<file path="config.mk">
export PLATFORM = sky130hd
export DESIGN_NAME = rx_top
export DESIGN_NICKNAME = d
export VERILOG_FILES = /design/src/rx_dsp_pkg.sv /design/src/rx_ctrl_pkg.sv /design/src/rx_top.sv /design/src/rx_mm_pd.sv /design/src/rx_ffe.sv /design/src/rx_cfg_regs.sv
export VERILOG_INCLUDE_DIRS = /design/src
export SDC_FILE = /design/constraint.sdc
export NUM_CORES = 1
export LEC_CHECK = 0
export ABC_AREA = 1
export BUFFER_PORTS_ARGS = -buffer_cell sky130_fd_sc_hd__buf_4
export CAP_MARGIN = 0
export CORE_MARGIN = 5
export CORE_UTILIZATION = 35
export DETAILED_ROUTE_END_ITERATION = 12
export PLACE_DENSITY = 0.6
export SLEW_MARGIN = 20
export SYNTH_ARGS = -nofsm -noshare
export SYNTH_HDL_FRONTEND = slang
export SYNTH_SLANG_ARGS = --single-unit
</file>
<file path="constraint.sdc">
create_clock -name clk_i -period 5.7 [get_ports clk_i]
set_input_delay 1.14 -clock clk_i [delete_from_list [all_inputs] [get_ports clk_i]]
set_output_delay 1.14 -clock clk_i [all_outputs]
set_load 0.005 [all_outputs]
</file>
<file path="src/rx_params.svh">
`ifndef RX_PARAMS_SVH
`define RX_PARAMS_SVH

// ADC code and tap weight sizes
`define RX_CODE_W     8
`define RX_WEIGHT_W   8
`define RX_FFE_DEPTH  4
`define RX_SHIFT_W    4

// Equalizer output, saturated to this many bits
`define RX_OUT_W      10

// Timing loop integrator and delay code taken from its top bits
`define RX_ACC_W      12
`define RX_DEL_W      8

// Tap 0 of 64 with a shift of 6 passes codes through unchanged
`define RX_RST_TAP0   64
`define RX_RST_SHIFT  6

// Mid-scale start, delay code 128
`define RX_ACC_RST    2048

`endif
</file>
<file path="src/rx_dsp_pkg.sv">
`include "rx_params.svh"

package rx_dsp_pkg;

    // One signed ADC code
    typedef logic signed [`RX_CODE_W-1:0] code_t;

    // One signed FFE weight
    typedef logic signed [`RX_WEIGHT_W-1:0] tap_t;

    // Tap k applies to the code k samples back
    typedef tap_t [`RX_FFE_DEPTH-1:0] tap_vec_t;

    // Sample from the ADC with its strobe
    typedef struct packed {
        logic  valid;
        code_t code;
    } adc_code_t;

    // Equalized sample and the slicer decision
    typedef struct packed {
        logic                        valid;
        logic signed [`RX_OUT_W-1:0] value;
        logic                        decision;
    } eq_sample_t;

endpackage

</file>
<file path="src/rx_ctrl_pkg.sv">
`include "rx_params.svh"

package rx_ctrl_pkg;

    localparam int CFG_ADDR_W = $clog2(`RX_FFE_DEPTH);
    localparam int CFG_DATA_W = 8;

    // Configuration opcodes, code 3 is unused
    typedef enum logic [1:0] {
        CFG_SET_TAP    = 2'd0,
        CFG_SET_SHIFT  = 2'd1,
        CFG_SET_FREEZE = 2'd2
    } cfg_op_e;

    typedef struct packed {
        cfg_op_e                 op;
        logic [CFG_ADDR_W-1:0]   addr;
        logic [CFG_DATA_W-1:0]   data;
    } cfg_cmd_t;

    // Everything the equalizer needs from the register file
    typedef struct packed {
        rx_dsp_pkg::tap_vec_t    taps;
        logic [`RX_SHIFT_W-1:0]  shift;
    } ffe_set_t;

endpackage

</file>
<file path="src/rx_top.sv">
`timescale 1ns/100ps

`include "rx_params.svh"

module rx_top (
    input  logic                   clk_i,
    input  logic                   rst_n_i,
    input  rx_dsp_pkg::adc_code_t  code_i,
    input  logic                   cfg_wr_i,
    input  rx_ctrl_pkg::cfg_cmd_t  cfg_i,
    output rx_dsp_pkg::eq_sample_t eq_o,
    output logic [`RX_DEL_W-1:0]   del_code_o
);
    import rx_dsp_pkg::*;
    import rx_ctrl_pkg::*;

    ffe_set_t   ffe_set;
    logic       pd_freeze;
    eq_sample_t eq;

    // Tap, shift and freeze registers
    rx_cfg_regs u_cfg_regs (
        .clk_i       (clk_i),
        .rst_n_i     (rst_n_i),
        .cfg_wr_i    (cfg_wr_i),
        .cfg_i       (cfg_i),
        .ffe_set_o   (ffe_set),
        .pd_freeze_o (pd_freeze)
    );

    // Equalizer and slicer, two cycles
    rx_ffe u_ffe (
        .clk_i     (clk_i),
        .rst_n_i   (rst_n_i),
        .code_i    (code_i),
        .ffe_set_i (ffe_set),
        .eq_o      (eq)
    );

    // Timing recovery on the equalized stream
    rx_mm_pd u_mm_pd (
        .clk_i      (clk_i),
        .rst_n_i    (rst_n_i),
        .eq_i       (eq),
        .freeze_i   (pd_freeze),
        .del_code_o (del_code_o)
    );

    assign eq_o = eq;

endmodule

</file>
<file path="src/rx_mm_pd.sv">
`timescale 1ns/100ps

`include "rx_params.svh"

module rx_mm_pd (
    input  logic                   clk_i,
    input  logic                   rst_n_i,
    input  rx_dsp_pkg::eq_sample_t eq_i,
    input  logic                   freeze_i,
    output logic [`RX_DEL_W-1:0]   del_code_o
);

    // Room for negation and the difference of two output words
    localparam int TERM_W = `RX_OUT_W + 2;

    logic signed [`RX_OUT_W-1:0] prev_val_q;
    logic                        prev_dec_q;
    logic [`RX_ACC_W-1:0]        acc_q;

    logic signed [TERM_W-1:0]    cur_w;
    logic signed [TERM_W-1:0]    prev_w;
    logic signed [TERM_W-1:0]    term_c;
    logic                        err_up;
    logic                        err_dn;

    // Mueller-Muller term, sign(prev) * cur - sign(cur) * prev
    always_comb begin
        cur_w  = eq_i.value;
        prev_w = prev_val_q;
        term_c = (prev_dec_q ? cur_w : -cur_w) - (eq_i.decision ? prev_w : -prev_w);
    end

    // Only the sign of the term steers the loop
    assign err_dn = term_c[TERM_W-1];
    assign err_up = !term_c[TERM_W-1] && (term_c != '0);

    always_ff @(posedge clk_i) begin
        if (!rst_n_i) begin
            acc_q      <= `RX_ACC_W'(`RX_ACC_RST);
            prev_val_q <= '0;
            prev_dec_q <= 1'b0;
        end else if (eq_i.valid) begin
            // History keeps moving even while the loop is frozen
            prev_val_q <= eq_i.value;
            prev_dec_q <= eq_i.decision;
            if (!freeze_i) begin
                if (err_up && (acc_q != '1)) begin
                    acc_q <= acc_q + 1'b1;
                end else if (err_dn && (acc_q != '0)) begin
                    acc_q <= acc_q - 1'b1;
                end
            end
        end
    end

    // Delay line code is the integrator MSBs
    assign del_code_o = acc_q[`RX_ACC_W-1 -: `RX_DEL_W];

endmodule

</file>
<file path="src/rx_ffe.sv">
`timescale 1ns/100ps

`include "rx_params.svh"

module rx_ffe (
    input  logic                   clk_i,
    input  logic                   rst_n_i,
    input  rx_dsp_pkg::adc_code_t  code_i,
    input  rx_ctrl_pkg::ffe_set_t  ffe_set_i,
    output rx_dsp_pkg::eq_sample_t eq_o
);
    import rx_dsp_pkg::*;
    import rx_ctrl_pkg::*;

    localparam int PROD_W = `RX_CODE_W + `RX_WEIGHT_W;
    localparam int SUM_W  = PROD_W + $clog2(`RX_FFE_DEPTH);

    // Saturation limits of the output word
    localparam logic signed [SUM_W-1:0] SAT_HI = SUM_W'(2 ** (`RX_OUT_W - 1) - 1);
    localparam logic signed [SUM_W-1:0] SAT_LO = -SUM_W'(2 ** (`RX_OUT_W - 1));

    code_t [`RX_FFE_DEPTH-1:0]   line_q;
    logic                        a_vld_q;
    ffe_set_t                    a_set_q;

    logic signed [PROD_W-1:0]    prod_c [`RX_FFE_DEPTH];
    logic signed [SUM_W-1:0]     sum_c;
    logic signed [SUM_W-1:0]     b_sum_q;
    logic [`RX_SHIFT_W-1:0]      b_shift_q;
    logic                        b_vld_q;

    logic signed [SUM_W-1:0]     shifted_c;
    logic signed [`RX_OUT_W-1:0] sat_c;
    eq_sample_t                  eq_q;

    // Delay line only moves on valid codes
    always_ff @(posedge clk_i) begin
        if (!rst_n_i) begin
            line_q  <= '0;
            a_vld_q <= 1'b0;
        end else begin
            a_vld_q <= code_i.valid;
            if (code_i.valid) begin
                line_q <= {line_q[`RX_FFE_DEPTH-2:0], code_i.code};
            end
        end
    end

    // Taps and shift as seen at the input edge
    always_ff @(posedge clk_i) begin
        a_set_q <= ffe_set_i;
    end

    always_comb begin
        sum_c = '0;
        for (int k = 0; k < `RX_FFE_DEPTH; k++) begin
            prod_c[k] = $signed(a_set_q.taps[k]) * $signed(line_q[k]);
            sum_c     = sum_c + prod_c[k];
        end
    end

    always_ff @(posedge clk_i) begin
        if (!rst_n_i) begin
            b_vld_q <= 1'b0;
        end else begin
            b_vld_q <= a_vld_q;
        end
    end

    always_ff @(posedge clk_i) begin
        b_sum_q   <= sum_c;
        b_shift_q <= a_set_q.shift;
    end

    // Arithmetic shift floors toward minus infinity
    always_comb begin
        shifted_c = b_sum_q >>> b_shift_q;
        if (shifted_c > SAT_HI) begin
            sat_c = SAT_HI[`RX_OUT_W-1:0];
        end else if (shifted_c < SAT_LO) begin
            sat_c = SAT_LO[`RX_OUT_W-1:0];
        end else begin
            sat_c = shifted_c[`RX_OUT_W-1:0];
        end
    end

    always_ff @(posedge clk_i) begin
        if (!rst_n_i) begin
            eq_q.valid <= 1'b0;
        end else begin
            eq_q.valid <= b_vld_q;
        end
    end

    // Slicer, one for strictly positive values
    always_ff @(posedge clk_i) begin
        eq_q.value    <= sat_c;
        eq_q.decision <= (sat_c > 0);
    end

    assign eq_o = eq_q;

endmodule

</file>
<file path="src/rx_cfg_regs.sv">
`timescale 1ns/100ps

`include "rx_params.svh"

module rx_cfg_regs (
    input  logic                  clk_i,
    input  logic                  rst_n_i,
    input  logic                  cfg_wr_i,
    input  rx_ctrl_pkg::cfg_cmd_t cfg_i,
    output rx_ctrl_pkg::ffe_set_t ffe_set_o,
    output logic                  pd_freeze_o
);
    import rx_ctrl_pkg::*;

    ffe_set_t ffe_set_q;
    logic     freeze_q;

    always_ff @(posedge clk_i) begin
        if (!rst_n_i) begin
            // Identity equalizer and a running loop
            for (int k = 0; k < `RX_FFE_DEPTH; k++) begin
                if (k == 0) begin
                    ffe_set_q.taps[k] <= `RX_WEIGHT_W'(`RX_RST_TAP0);
                end else begin
                    ffe_set_q.taps[k] <= '0;
                end
            end
            ffe_set_q.shift <= `RX_SHIFT_W'(`RX_RST_SHIFT);
            freeze_q        <= 1'b0;
        end else if (cfg_wr_i) begin
            case (cfg_i.op)
                CFG_SET_TAP: begin
                    ffe_set_q.taps[cfg_i.addr] <= cfg_i.data[`RX_WEIGHT_W-1:0];
                end
                CFG_SET_SHIFT: begin
                    ffe_set_q.shift <= cfg_i.data[`RX_SHIFT_W-1:0];
                end
                CFG_SET_FREEZE: begin
                    freeze_q <= cfg_i.data[0];
                end
                default: begin
                    // Unknown opcode, nothing changes
                    freeze_q <= freeze_q;
                end
            endcase
        end
    end

    // Registered settings go straight out
    assign ffe_set_o   = ffe_set_q;
    assign pd_freeze_o = freeze_q;

endmodule

</file>
======== After elaboration in Yosys (flattened, before gate mapping) ========
Cells that the tools add are included.
operators by class
  $add $sub $neg .......................... 8
  multiply operators ...................... 4
  $lt $le $gt $ge ......................... 5
  eq/ne operators ......................... 3
  shift-type cells ........................ 1
  multiplexer cells ....................... 9
  bitwise logic cells ..................... 1
  reductions and logical operators ........ 13
operator list
  operator                                              number
  multiplier 8 x 8 -> 16 bit                            4
  two-way mux 12 bit                                    4
  bitwise mux 32 bit                                    1
  negator 10 -> 12 bit                                  2
  nonzero test 12 bit                                   2
  two-way mux 10 bit                                    2
  adder 17 x 16 -> 18 bit                               1
  adder 18 x 16 -> 18 bit                               1
  > comparator 18 x 10 -> 1 bit, second input constant  1
  < comparator 18 x 10 -> 1 bit, second input constant  1
  >>> shifter 18 x 4 -> 18 bit                          1
  adder 16 x 16 -> 17 bit                               1
  demux 8 bit (select 2 bit)                            1
  adder 12 x 1 -> 12 bit, second input constant         1
  != test 12 bit, second input constant                 1
  subtractor 12 x 1 -> 12 bit, second input constant    1
  subtractor 12 bit                                     1
  > comparator 10 x 1 -> 1 bit, second input constant   1
  two-way mux 8 bit                                     1
  AND reduction 2 bit                                   3
  logical AND 1 bit                                     4
  < comparator 2 x 3 -> 1 bit, second input constant    1
  AND reduction 3 bit                                   1
  == test 2 x 1 -> 1 bit, second input constant         1
  6 further kinds                                       6
storage, ports and cells
  bits in registers ....................... 164
  bits of input ports ..................... 24
  output and inout bits ................... 20
  logic and storage cells ................. 69

======== Depth between registers and ports, before layout ========
Gate-level depths: netlist of run 1.
  word-level depth ........................ 8
  mapped depth ............................ 34
  depth with buffers taken out ............ 34

======== Cells and area by module ========
A second synthesis of run 1 with hierarchy kept.
unflattened totals
  cells, all modules ...................... 2459
  area total of the unflattened synthesis .. 19241.0 sq um
by module, submodules not included
  module       instances  cells each  area an instance (sq um)  seq. area each (sq um)
  rx_ffe       1          1775        14873.0                   2082.0
  rx_mm_pd     1          438         2706.3                    460.4
  rx_cfg_regs  1          246         1661.6                    740.7

======== Worst setup path before layout of run 1 ========
OpenSTA, ideal clock, no wires.
  path type ............................... reg-to-reg
  from .................................... register u_ffe.line_q[16] (netlist name)
  to ...................................... register u_ffe.b_sum_q[15]
  setup time .............................. 72 ps
  data arrival time ....................... 6168 ps
  data required time ...................... 5628 ps
  path slack .............................. -539 ps
  stages on the path, launching flop included .. 25
  buffers on the path ..................... 1
  period minus slack after synthesis ...... 6239 ps
  cells stage by stage .................... dfxtp_1 clkbuf_1 nand2_1 inv_1 fa_1 fa_1 inv_1 fa_1 inv_1 fa_1 fa_1 fa_1 fa_1 inv_1 fa_1 inv_1 ha_1 a21oi_1 o21ai_0 a21oi_1 o21ai_0 a21oi_1 nor2_1 nor2_1 xor2_1
between the ends
  word-level cells in the longest chain between the ends .. 3
RTL lines
  element                     RTL line      RTL
  start, declared             rx_ffe.sv:22  code_t [`RX_FFE_DEPTH-1:0] line_q;
  start signal, assigned      rx_ffe.sv:44  line_q <= {line_q[`RX_FFE_DEPTH-2:0], code_i.code};
  multiplier 8 x 8 -> 16 bit  rx_ffe.sv:57  prod_c[k] = $signed(a_set_q.taps[k]) * $signed(line_q[k]);
  adder 17 x 16 -> 18 bit     rx_ffe.sv:58  sum_c = sum_c + prod_c[k];
  adder 18 x 16 -> 18 bit     rx_ffe.sv:58
  net u_ffe.sum_c[15]         rx_ffe.sv:27  logic signed [SUM_W-1:0] sum_c;
  end signal, assigned        rx_ffe.sv:71  b_sum_q <= sum_c;
  end, declared               rx_ffe.sv:28  logic signed [SUM_W-1:0] b_sum_q;
The timed path passes the listed nets, and every way through them passes these cells.
A chain may end at the register's enable or synchronous reset.

======== Worst setup path in the final report of run 1 ========
  from .................................... register u_ffe.line_q[15] (netlist name)
  to ...................................... register u_ffe.b_sum_q[15]
between the ends
  word-level cells in the longest chain between the ends .. 4
RTL lines
  element                     RTL line
  multiplier 8 x 8 -> 16 bit  rx_ffe.sv:57
  adder 16 x 16 -> 17 bit     rx_ffe.sv:58
  adder 17 x 16 -> 18 bit     rx_ffe.sv:58
  adder 18 x 16 -> 18 bit     rx_ffe.sv:58
  net u_ffe.sum_c[15]         rx_ffe.sv:27
The timed path passes the listed nets, and every way through them passes these cells.

==> impl_metrics.tcl, run 1 <==
set metrics [dict create \
    portBuffers 43 \
    final_area_um2 21780 \
    max_freq_mhz 161.3 \
    syn2layout_area_growth_pct 16.55 \
    vias_per_cell 4.626 \
    nFillCells 5255 \
    multi_input_comb_area_um2 13110 \
    seqCellArea_um2 3387 \
    min_path_type "flop to flop" \
    maxSlewHeadroom 0.3149 \
    drt-total-wl_um 48680 \
    layout_common_cells "553 x inv_1, 420 x nand2_1, 303 x fa_1, 190 x nor2_1, 180 x buf_4" \
    final_common_cell "inv_1" \
    cts_buffers 17 \
    drc 0 \
    synth_edf_count 0 \
    syn_avg_cell_area_um2 8.052 \
    root_buffer "clkbuf_16" \
    place_ws_ps -723.5 \
    h-tree-depth 4 \
    status "finished with violations" \
    period_needed_ps 6199 \
    path_max_fanout 4 \
    crit_required_ps 6050 \
    synthAdderAreaFrac 0.4231 \
    setup_violations 9 \
    drt_iter0_markers 844 \
    core_um2 52760 \
    clk_pin_slew_ps 80 \
    synth.top_cell.area_share 0.3428 \
    crit_path_start_kind "flop" \
    synthMuxAreaShare 0.0005356 \
    drv_slew 0 \
    yosysSeqAreaShare 0.1757 \
    synth.area.top_cells "fa_1 34%, dfxtp_1 18%, inv_1 12%" \
    start_util 0.3542 \
    wl_per_cell_um 15.54 \
    synthCells 2321 \
    die_height_um 241.1 \
    reg2reg_from "u_ffe.line_q[15]$_SDFFE_PN0P_" \
    grt_max_degree 94 \
    p_leak_nw 11.42 \
    clk_latency_ps 470 \
    yosys.area_share.simple 0.1649 \
    synth_area_um2 18690 \
    die-area_um2 58120 \
    crit_type "flop to flop" \
    dr.pass1.iters 5 \
    antenna_left 0 \
    synth_top_family_by_area "adder cells" \
    cts_tree "done" \
    critPathArrivalTime_ps 6550 \
    yosys.area.top_type "fa_1" \
    synth-compound-area-share 0.06340 \
    failed_checks "setup timing" \
    dp_hpwl_um 41430 \
    tightest_slew_ps 1020 \
    cts-hold-fix-buffers 0 \
    synthFlopType "dfxtp_1" \
    layout_worst_path_cycle_share 1.088 \
    rsz0062_at_grt "true" \
    nets 2895 \
    drive_gt1_frac 0.1784 \
    core.rowCount 84 \
    end_kind "flop" \
    max-vdd-ir-drop_uv 225.6 \
    fin_ws_ps -498.9 \
    maxCapViolCount 0 \
    ys_ff_latch 164 \
    track_usage 0.1729 \
    grt_pass1_vias 15342 \
    async_flop_share 0 \
    grt_remaining_overflow 0 \
    grt_pass1_wl_um 79290 \
    clock-sinks 164 \
    gp_congestion 0.8895 \
    hp-start "u_ffe.a_set_q[3]$_DFF_P_" \
    clock_path_buffers 2 \
    placed_cell_area_um2 20760 \
    p_total_mw 6.330 \
    yosys.cell_types.count 53 \
    die_x_um 241.1 \
    synth_fp_nets 2785 \
    vias 14493 \
    crit_path_start "u_ffe.line_q[15]$_SDFFE_PN0P_" \
    clock_skew_ps 19.65 \
    hold_violations 0 \
    antenna_found_initial 0 \
    synth_xor_xnor_area_share 0.02531 \
    yosys_warnings 0 \
    ios 44 \
    p_per_area_nw_per_um2 290.6 \
]
[metrics by stage]
stage               std cells  utilization  TNS, ps  hold WS, ps
floorplan                2321            -   -630.0        309.6
global placement         3094       0.3935    -4034        316.0
detailed placement       3094       0.3935    -4693        314.6
CTS                      3132       0.4102    -3170        330.3
global route             3132       0.4128    -5121        350.9
finish                   3133       0.4128    -3325        328.3
[cell families (layout without fill, tap and decap cells)]
kind of cell / Yosys count / after routing
buf+inv: 697 / 820
fa+ha+maj: 440 / 440
mux: 1 / 1
other cells: 0 / 1
simple gates: 748 / 748
compound gates: 217 / 217
xor+xnor: 54 / 54
flops: 164 / 164
[synth_stat cells, types with 3 or more instances]
master,n
o21ai_0,109
o22ai_1,3
inv_2,7
a21o_1,4
inv_1,580
clkbuf_8,4
o21ai_2,3
ha_1,120
xor2_1,32
buf_4,13
o21ai_1,17
nand2_2,11
nor2_2,4
a21oi_1,60
nand3_2,3
clkbuf_1,84
and2_4,3
nand4_1,8
xnor2_1,22
nand2_1,435
nor3_1,5
a31oi_1,3
nor2_1,195
dfxtp_1,164
nand3_1,58
fa_1,320
buf_6,5
o21bai_1,3
o31ai_1,3
or2_2,12
[worst paths after layout]
kind	cells after the start	to	slack [ps]
max	22	u_ffe.b_sum_q[15]$_DFF_P_	-500
min	0	u_ffe.b_shift_q[3]$_DFF_P_	330
max reg2reg	22	u_ffe.b_sum_q[15]$_DFF_P_	-500
min reg2reg	0	u_ffe.b_shift_q[3]$_DFF_P_	330
[per-layer routing]
layer	wire [um]	vias to the layer above	part of all wire	GRT usage
li1	-	7001	-	-
met5	0	-	0	0
met1	20830	7136	0.43	0.2225
met4	1323	0	0.027	0.04992
met3	1908	59	0.039	0.02537
met2	24620	297	0.51	0.3037
[worst max-delay path, stage by stage (launching register included)]
cell     delay [ps]
dfxtp_2         370
inv_2            60
buf_6           120
buf_6           110
or2_4           240
fa_2            540
fa_1            440
fa_1            510
fa_1            590
fa_2            460
fa_1            520
fa_2            450
fa_1            510
inv_2            50
ha_4            310
nand2_4          70
o21ai_2         150
a21oi_2          60
o21ai_2         160
a21oi_1          80
nor2_1           80
nor2_1           50
xor2_1          130
[registers in the layout (all words and copies together) (netlist names), 4 cells and up]
name and flops:
u_cfg_regs.ffe_set_o 36, u_ffe.a_set_q 36, u_ffe.b_shift_q 4, u_ffe.b_sum_q 18
u_ffe.eq_o 12, u_ffe.line_q 32, u_mm_pd.acc_q 12, u_mm_pd.prev_val_q 10
[power breakdown]
part / switching, mW / internal (mW) / total (mW)
sequential: 0.166 / 1.29 / 1.45
clock: 0.536 / 0.608 / 1.14
combinational: 2.13 / 1.60 / 3.73
total: 2.84 / 3.49 / 6.33
[timing repair]
item | in CTS | in global routing
setup endpoints to repair | 11 | 12
setup buffers | 7 | 1
gates resized for setup | 113 | 48
hold endpoints to repair | 0 | 0
pin swaps | 60 | 45
[final cells by class]
class                   instances  share of cell area
multi-input cells            1460              0.6017
flip-flops and latches        164              0.1555
inverters                     589              0.1017
repair buffers                199             0.07588
well taps                     688             0.03952
clock buffers                  19             0.01987
clock inverters                13            0.005687
diodes                          1           0.0001149
Power figures use the tool's default switching activity.
==> run 2, diff against run 1 <==
--- a/config.mk
+++ b/config.mk
@@ -12,6 +12,7 @@
 export CORE_MARGIN = 5
 export CORE_UTILIZATION = 35
 export DETAILED_ROUTE_END_ITERATION = 12
+export MAX_ROUTING_LAYER = met4
 export PLACE_DENSITY = 0.6
 export SLEW_MARGIN = 20
 export SYNTH_ARGS = -nofsm -noshare
==> impl_metrics.tcl, run 2 (synthesis gave the netlist of run 1 again) <==
set metrics [dict create \
    combPwrFrac 0.590 \
    intPower_mw 3.486 \
    end_kind "flop" \
    drive_gt1_frac 0.1864 \
    antenna_left 0 \
    maxCapViolCount 0 \
    start_util 0.3542 \
    clock_skew_ps 17.53 \
    final_common_cell "inv_1" \
    crit_path_start_kind "flop" \
    core.rowCount 84 \
    core_um2 52760 \
    fin_ws_ps -531.0 \
    die_x_um 241.1 \
    die_height_um 241.1 \
    track_usage 0.1762 \
    crit_type "flop to flop" \
    crit_end "u_ffe.b_sum_q[17]$_DFF_P_" \
    critPathArrivalTime_ps 6620 \
    antenna_cells 0 \
    portBuffers 43 \
    final_area_um2 21970 \
    regToRegSetupSlack_ps -530 \
    tightest_slew_ps 932.1 \
    wl_per_cell_um 15.39 \
    grt_remaining_overflow 0 \
    grt_pass1_wl_um 78540 \
    drt-total-wl_um 48480 \
    vias_per_cell 4.587 \
    fin_setup_tns_ps -3734 \
    placed_cell_area_um2 20710 \
    rr_worst_depth 22 \
    drt_iter0_markers 768 \
    grt_pass1_vias 15031 \
    nets 2914 \
    vias 14448 \
    clock_path_buffers 2 \
    die-area_um2 58120 \
    antenna_found_initial 0 \
    rsz0062_at_grt "true" \
    clk_pin_slew_ps 70 \
    layout_common_cells "548 x inv_1, 413 x nand2_1, 304 x fa_1, 191 x nor2_1, 191 x buf_4" \
    setup_violations 11 \
    cts-hold-fix-buffers 0 \
    min_path_type "flop to flop" \
    cts_tree "done" \
    power.switching_mw 2.825 \
    period_needed_ps 6231 \
    p_per_area_nw_per_um2 287.3 \
    drc 0 \
    dp_hpwl_um 40880 \
    p_leak_nw 11.54 \
    dr.pass1.iters 5 \
    cts_buffers 17 \
    postLayoutCoreUtil 0.4164 \
    path_max_fanout 5 \
    failed_checks "setup timing" \
    clkPwrFrac 0.181 \
    crit_required_ps 6080 \
    hold_violations 0 \
    layout_worst_path_cycle_share 1.093 \
    clk_latency_ps 460 \
    clock-sinks 164 \
    grt_max_degree 94 \
    drv_slew 0 \
    syn2layout_area_growth_pct 17.54 \
    power_frac_seq 0.229 \
    ios 44 \
    status "finished with violations" \
    max-vdd-ir-drop_uv 231.3 \
    reg2reg_from "u_ffe.a_set_q[27]$_DFF_P_" \
    max_freq_mhz 160.5 \
    p_sw_frac 0.4476 \
    h-tree-depth 4 \
    r2r-end "u_ffe.b_sum_q[17]$_DFF_P_" \
    maxSlewHeadroom 0.3738 \
    crit_path_start "u_ffe.a_set_q[27]$_DFF_P_" \
    gp_congestion 0.9163 \
    root_buffer "clkbuf_16" \
]
==> run 2: what timing repair did <==
action / 4_1_cts / 5_1_grt
gates resized for setup: 113 / 72
hold endpoints to repair: 0 / 0
setup buffers: 19 / 13
pin swaps: 71 / 69
setup endpoints to repair: 12 / 13
==> run 2: layer usage <==
layer  share of wire  routed length (um)  track usage  vias up
met4           0.029                1413      0.04667        0
met3           0.044                2129      0.03120       71
li1                -                   -            -     7035
met5               0                   0            -        -
met1            0.43               20720       0.2215     7033
met2            0.50               24220       0.2956      309
==> run 2: layout make-up <==
class                   count  area, um2
repair buffers            218       1812
fillers                  5268      30790
clock inverters            12      122.6
well taps                 688      860.8
multi-input cells        1460      13110
inverters                 589       2221
flip-flops and latches    164       3395
clock buffers              19      442.9
==> run 2: power groups by stage <==
stage	Clock [mW]	Sequential, mW	Combinational [mW]
finish	1.14	1.45	3.72
global route	1.21	1.47	4.20
CTS	1.17	1.45	3.54
detailed placement	0	1.48	3.38
global placement	0	1.48	3.32
floorplan	0	1.39	2.52
==> run 2: worst min-delay path by stage <==
| stage | startpoint | end | slack (ps) | depth (start not counted) |
|---|---|---|---|---|
| global placement | u_ffe.a_set_q[3]$_DFF_P_ | u_ffe.b_shift_q[3]$_DFF_P_ | 320 | 0 |
| floorplan | u_ffe.a_set_q[0]$_DFF_P_ | u_ffe.b_shift_q[0]$_DFF_P_ | 310 | 0 |
| global route | u_cfg_regs.ffe_set_o[5]$_SDFFE_PN0P_ | u_ffe.a_set_q[5]$_DFF_P_ | 340 | 0 |
| detailed placement | u_ffe.a_set_q[3]$_DFF_P_ | u_ffe.b_shift_q[3]$_DFF_P_ | 320 | 0 |
| finish | u_ffe.a_set_q[3]$_DFF_P_ | u_ffe.b_shift_q[3]$_DFF_P_ | 330 | 0 |
| CTS | u_ffe.a_set_q[3]$_DFF_P_ | u_ffe.b_shift_q[3]$_DFF_P_ | 330 | 0 |
==> run 2: through the flow <==
stage | hold slack [ps] | cells | setup WS, ps | power, mW
2_1_floorplan | 309.6 | 2321 | -220.7 | 3.912
3_3_place_gp | 315.6 | 3092 | -855.3 | 4.802
3_5_place_dp | 317.9 | 3092 | -978.0 | 4.860
4_1_cts | 333.3 | 3139 | -601.5 | 6.154
5_1_grt | 344.2 | 3150 | -765.5 | 6.878
6_report | 330.5 | 3150 | -531.0 | 6.311
==> run 2: critical path, stage by stage (launching register included) <==
cell and delay (ps):
dfxtp_2 330, buf_12 130, buf_4 140, nand2_1 90, inv_2 70, fa_1 500, inv_1 50, fa_1 500
inv_1 50, fa_1 470, fa_2 600, fa_1 430, fa_1 510, fa_1 530, inv_1 60, fa_1 480
inv_1 70, ha_4 220, buf_4 140, a21oi_2 170, o21ai_0 130, a221oi_2 340, xor2_2 160
==> run 3, diff against run 2 <==
--- a/config.mk
+++ b/config.mk
@@ -14,6 +14,7 @@
 export DETAILED_ROUTE_END_ITERATION = 12
 export MAX_ROUTING_LAYER = met4
 export PLACE_DENSITY = 0.6
+export RECOVER_POWER = 50
 export SLEW_MARGIN = 20
 export SYNTH_ARGS = -nofsm -noshare
 export SYNTH_HDL_FRONTEND = slang
==> impl_metrics.tcl, run 3 (synthesis gave the netlist of run 1 again) <==
set metrics [dict create \
    wl_per_cell_um 15.40 \
    layout_worst_path_cycle_share 1.093 \
    failed_checks "capacitance limit, slew limit, setup timing" \
    dp_hpwl_um 40880 \
    cts-hold-fix-buffers 0 \
    p_per_area_nw_per_um2 287.2 \
    fin_ws_ps -531.4 \
    crit_type "flop to flop" \
    dp_cells 3092 \
    tightest_slew_ps 3860 \
    die_height_um 241.1 \
    rsz0062_at_grt "true" \
    maxSlewHeadroom -1.573 \
    critPathArrivalTime_ps 6620 \
    p_total_mw 6.308 \
    max-vdd-ir-drop_uv 231.3 \
    antenna_left 0 \
    root_buffer "clkbuf_16" \
    cts_buffers 17 \
    layout_common_cells "548 x inv_1, 413 x nand2_1, 304 x fa_1, 191 x nor2_1, 189 x buf_4" \
    grt_max_degree 94 \
    whs_ps 330.5 \
    antenna_cells 0 \
    status "finished with violations" \
    dr.pass1.iters 5 \
    core.rowCount 84 \
    met1_length_um 20720 \
    regToRegSetupSlack_ps -530 \
    grt_remaining_overflow 0 \
    cts_tree "done" \
    clock-sinks 164 \
    grt_pass1_wl_um 78540 \
    clk_latency_ps 460 \
    clock_skew_ps 16.00 \
    portBuffers 43 \
    min_path_type "flop to flop" \
    maxCapViolCount 1 \
    p_leak_nw 11.54 \
    hold_violations 0 \
    crit_required_ps 6080 \
    track_usage 0.1762 \
    crit_chain "buf_12 > buf_4 > nand2_1 > inv_2 > fa_1 > inv_1 > fa_1 > inv_1 > fa_1 > fa_2 > fa_1 > fa_1 > fa_1 > inv_1 > fa_1 > inv_1 > ha_4 > buf_4 > a21oi_2 > o21ai_0 > a221oi_2 > xor2_2" \
    routed.top_layer "met4" \
    syn2layout_area_growth_pct 17.50 \
    clk_pin_slew_ps 70 \
    max_freq_mhz 160.5 \
    drc 0 \
    cp_common_cell "fa_1" \
    vias 14424 \
    antenna_found_initial 0 \
    nFillCells 5272 \
    gp_congestion 0.9163 \
    path_max_fanout 5 \
    ios 44 \
    drive_gt1_frac 0.1856 \
    core_um2 52760 \
    drt-total-wl_um 48500 \
    crit_path_start_kind "flop" \
    die_x_um 241.1 \
    dr_wl_met3_um 2100 \
    drt_iter0_markers 857 \
    routed-wl-met2_um 24320 \
    nets 2914 \
    vias_per_cell 4.579 \
    grt_pass1_vias 15031 \
    clock_path_buffers 2 \
    h-tree-depth 4 \
    end_kind "flop" \
    crit_path_max_incr_delay_ps 600 \
    final_common_cell "inv_1" \
    die-area_um2 58120 \
    setup_violations 11 \
    layout.cells.non_filler 3150 \
    period_needed_ps 6231 \
    crit_slowest_cell "fa_2" \
    drv_slew 94 \
    start_util 0.3542 \
]
run 3: what timing repair did:
item                                   in CTS  in global routing
setup buffers                              19                 13
setup endpoints to repair                  12                 13
resized for setup                         113                 72
pin swaps                                  71                 69
endpoints found under the hold margin       0                  0
run 3: power breakdown:
group | switching [mW] | leakage (nW) | internal (mW)
logic | 2.14 | 9.90 | 1.59
clock network | 0.521 | 0.267 | 0.617
registers | 0.163 | 1.37 | 1.29
run 3: critical path, delay by kind of cell (launching register included):
family	cells	cell delay [ps]
buffers and inverters	8	710
AOI/OAI and AO/OA	3	640
xor gates and xnor gates	1	160
adders and majority gates	9	4240
DFF	1	330
and+or+nand+nor	1	90
run 3: metal layers:
layer  track usage  vias up
met5             -        -
met4       0.04667        0
met3       0.03120       68
met2        0.2956      289
li1              -     7029
met1        0.2215     7038
run 3: area by class of cell:
class / count / area [um2] / share of cell area
Clock buffer: 19 / 442.9 / 0.02017
Inverter: 589 / 2221 / 0.1011
Timing Repair Buffer: 218 / 1804 / 0.08216
Multi-Input combinational cell: 1460 / 13110 / 0.5972
Tap cell: 688 / 860.8 / 0.03920
Clock inverter: 12 / 122.6 / 0.005584
Sequential cell: 164 / 3395 / 0.1546
run 3: worst paths after layout:
check / from / to / cells past startpoint
worst min-delay path: u_ffe.a_set_q[3]$_DFF_P_ / u_ffe.b_shift_q[3]$_DFF_P_ / 0
worst max-delay path: u_ffe.a_set_q[27]$_DFF_P_ / u_ffe.b_sum_q[17]$_DFF_P_ / 22
worst max register to register: u_ffe.a_set_q[27]$_DFF_P_ / u_ffe.b_sum_q[17]$_DFF_P_ / 22
worst min register to register: u_ffe.a_set_q[3]$_DFF_P_ / u_ffe.b_shift_q[3]$_DFF_P_ / 0
run 3: through the flow:
step                        util  cell area [um2]  TNS, ps  setup WS, ps
after global placement    0.3925            20710    -5521        -855.3
after CTS                 0.4109            21680    -3395        -601.5
after global routing      0.4162            21960    -6210        -765.5
final                     0.4162            21960    -3842        -531.4
after detailed placement  0.3925            20710    -5880        -978.0
after floorplan                -            18970   -630.0        -220.7
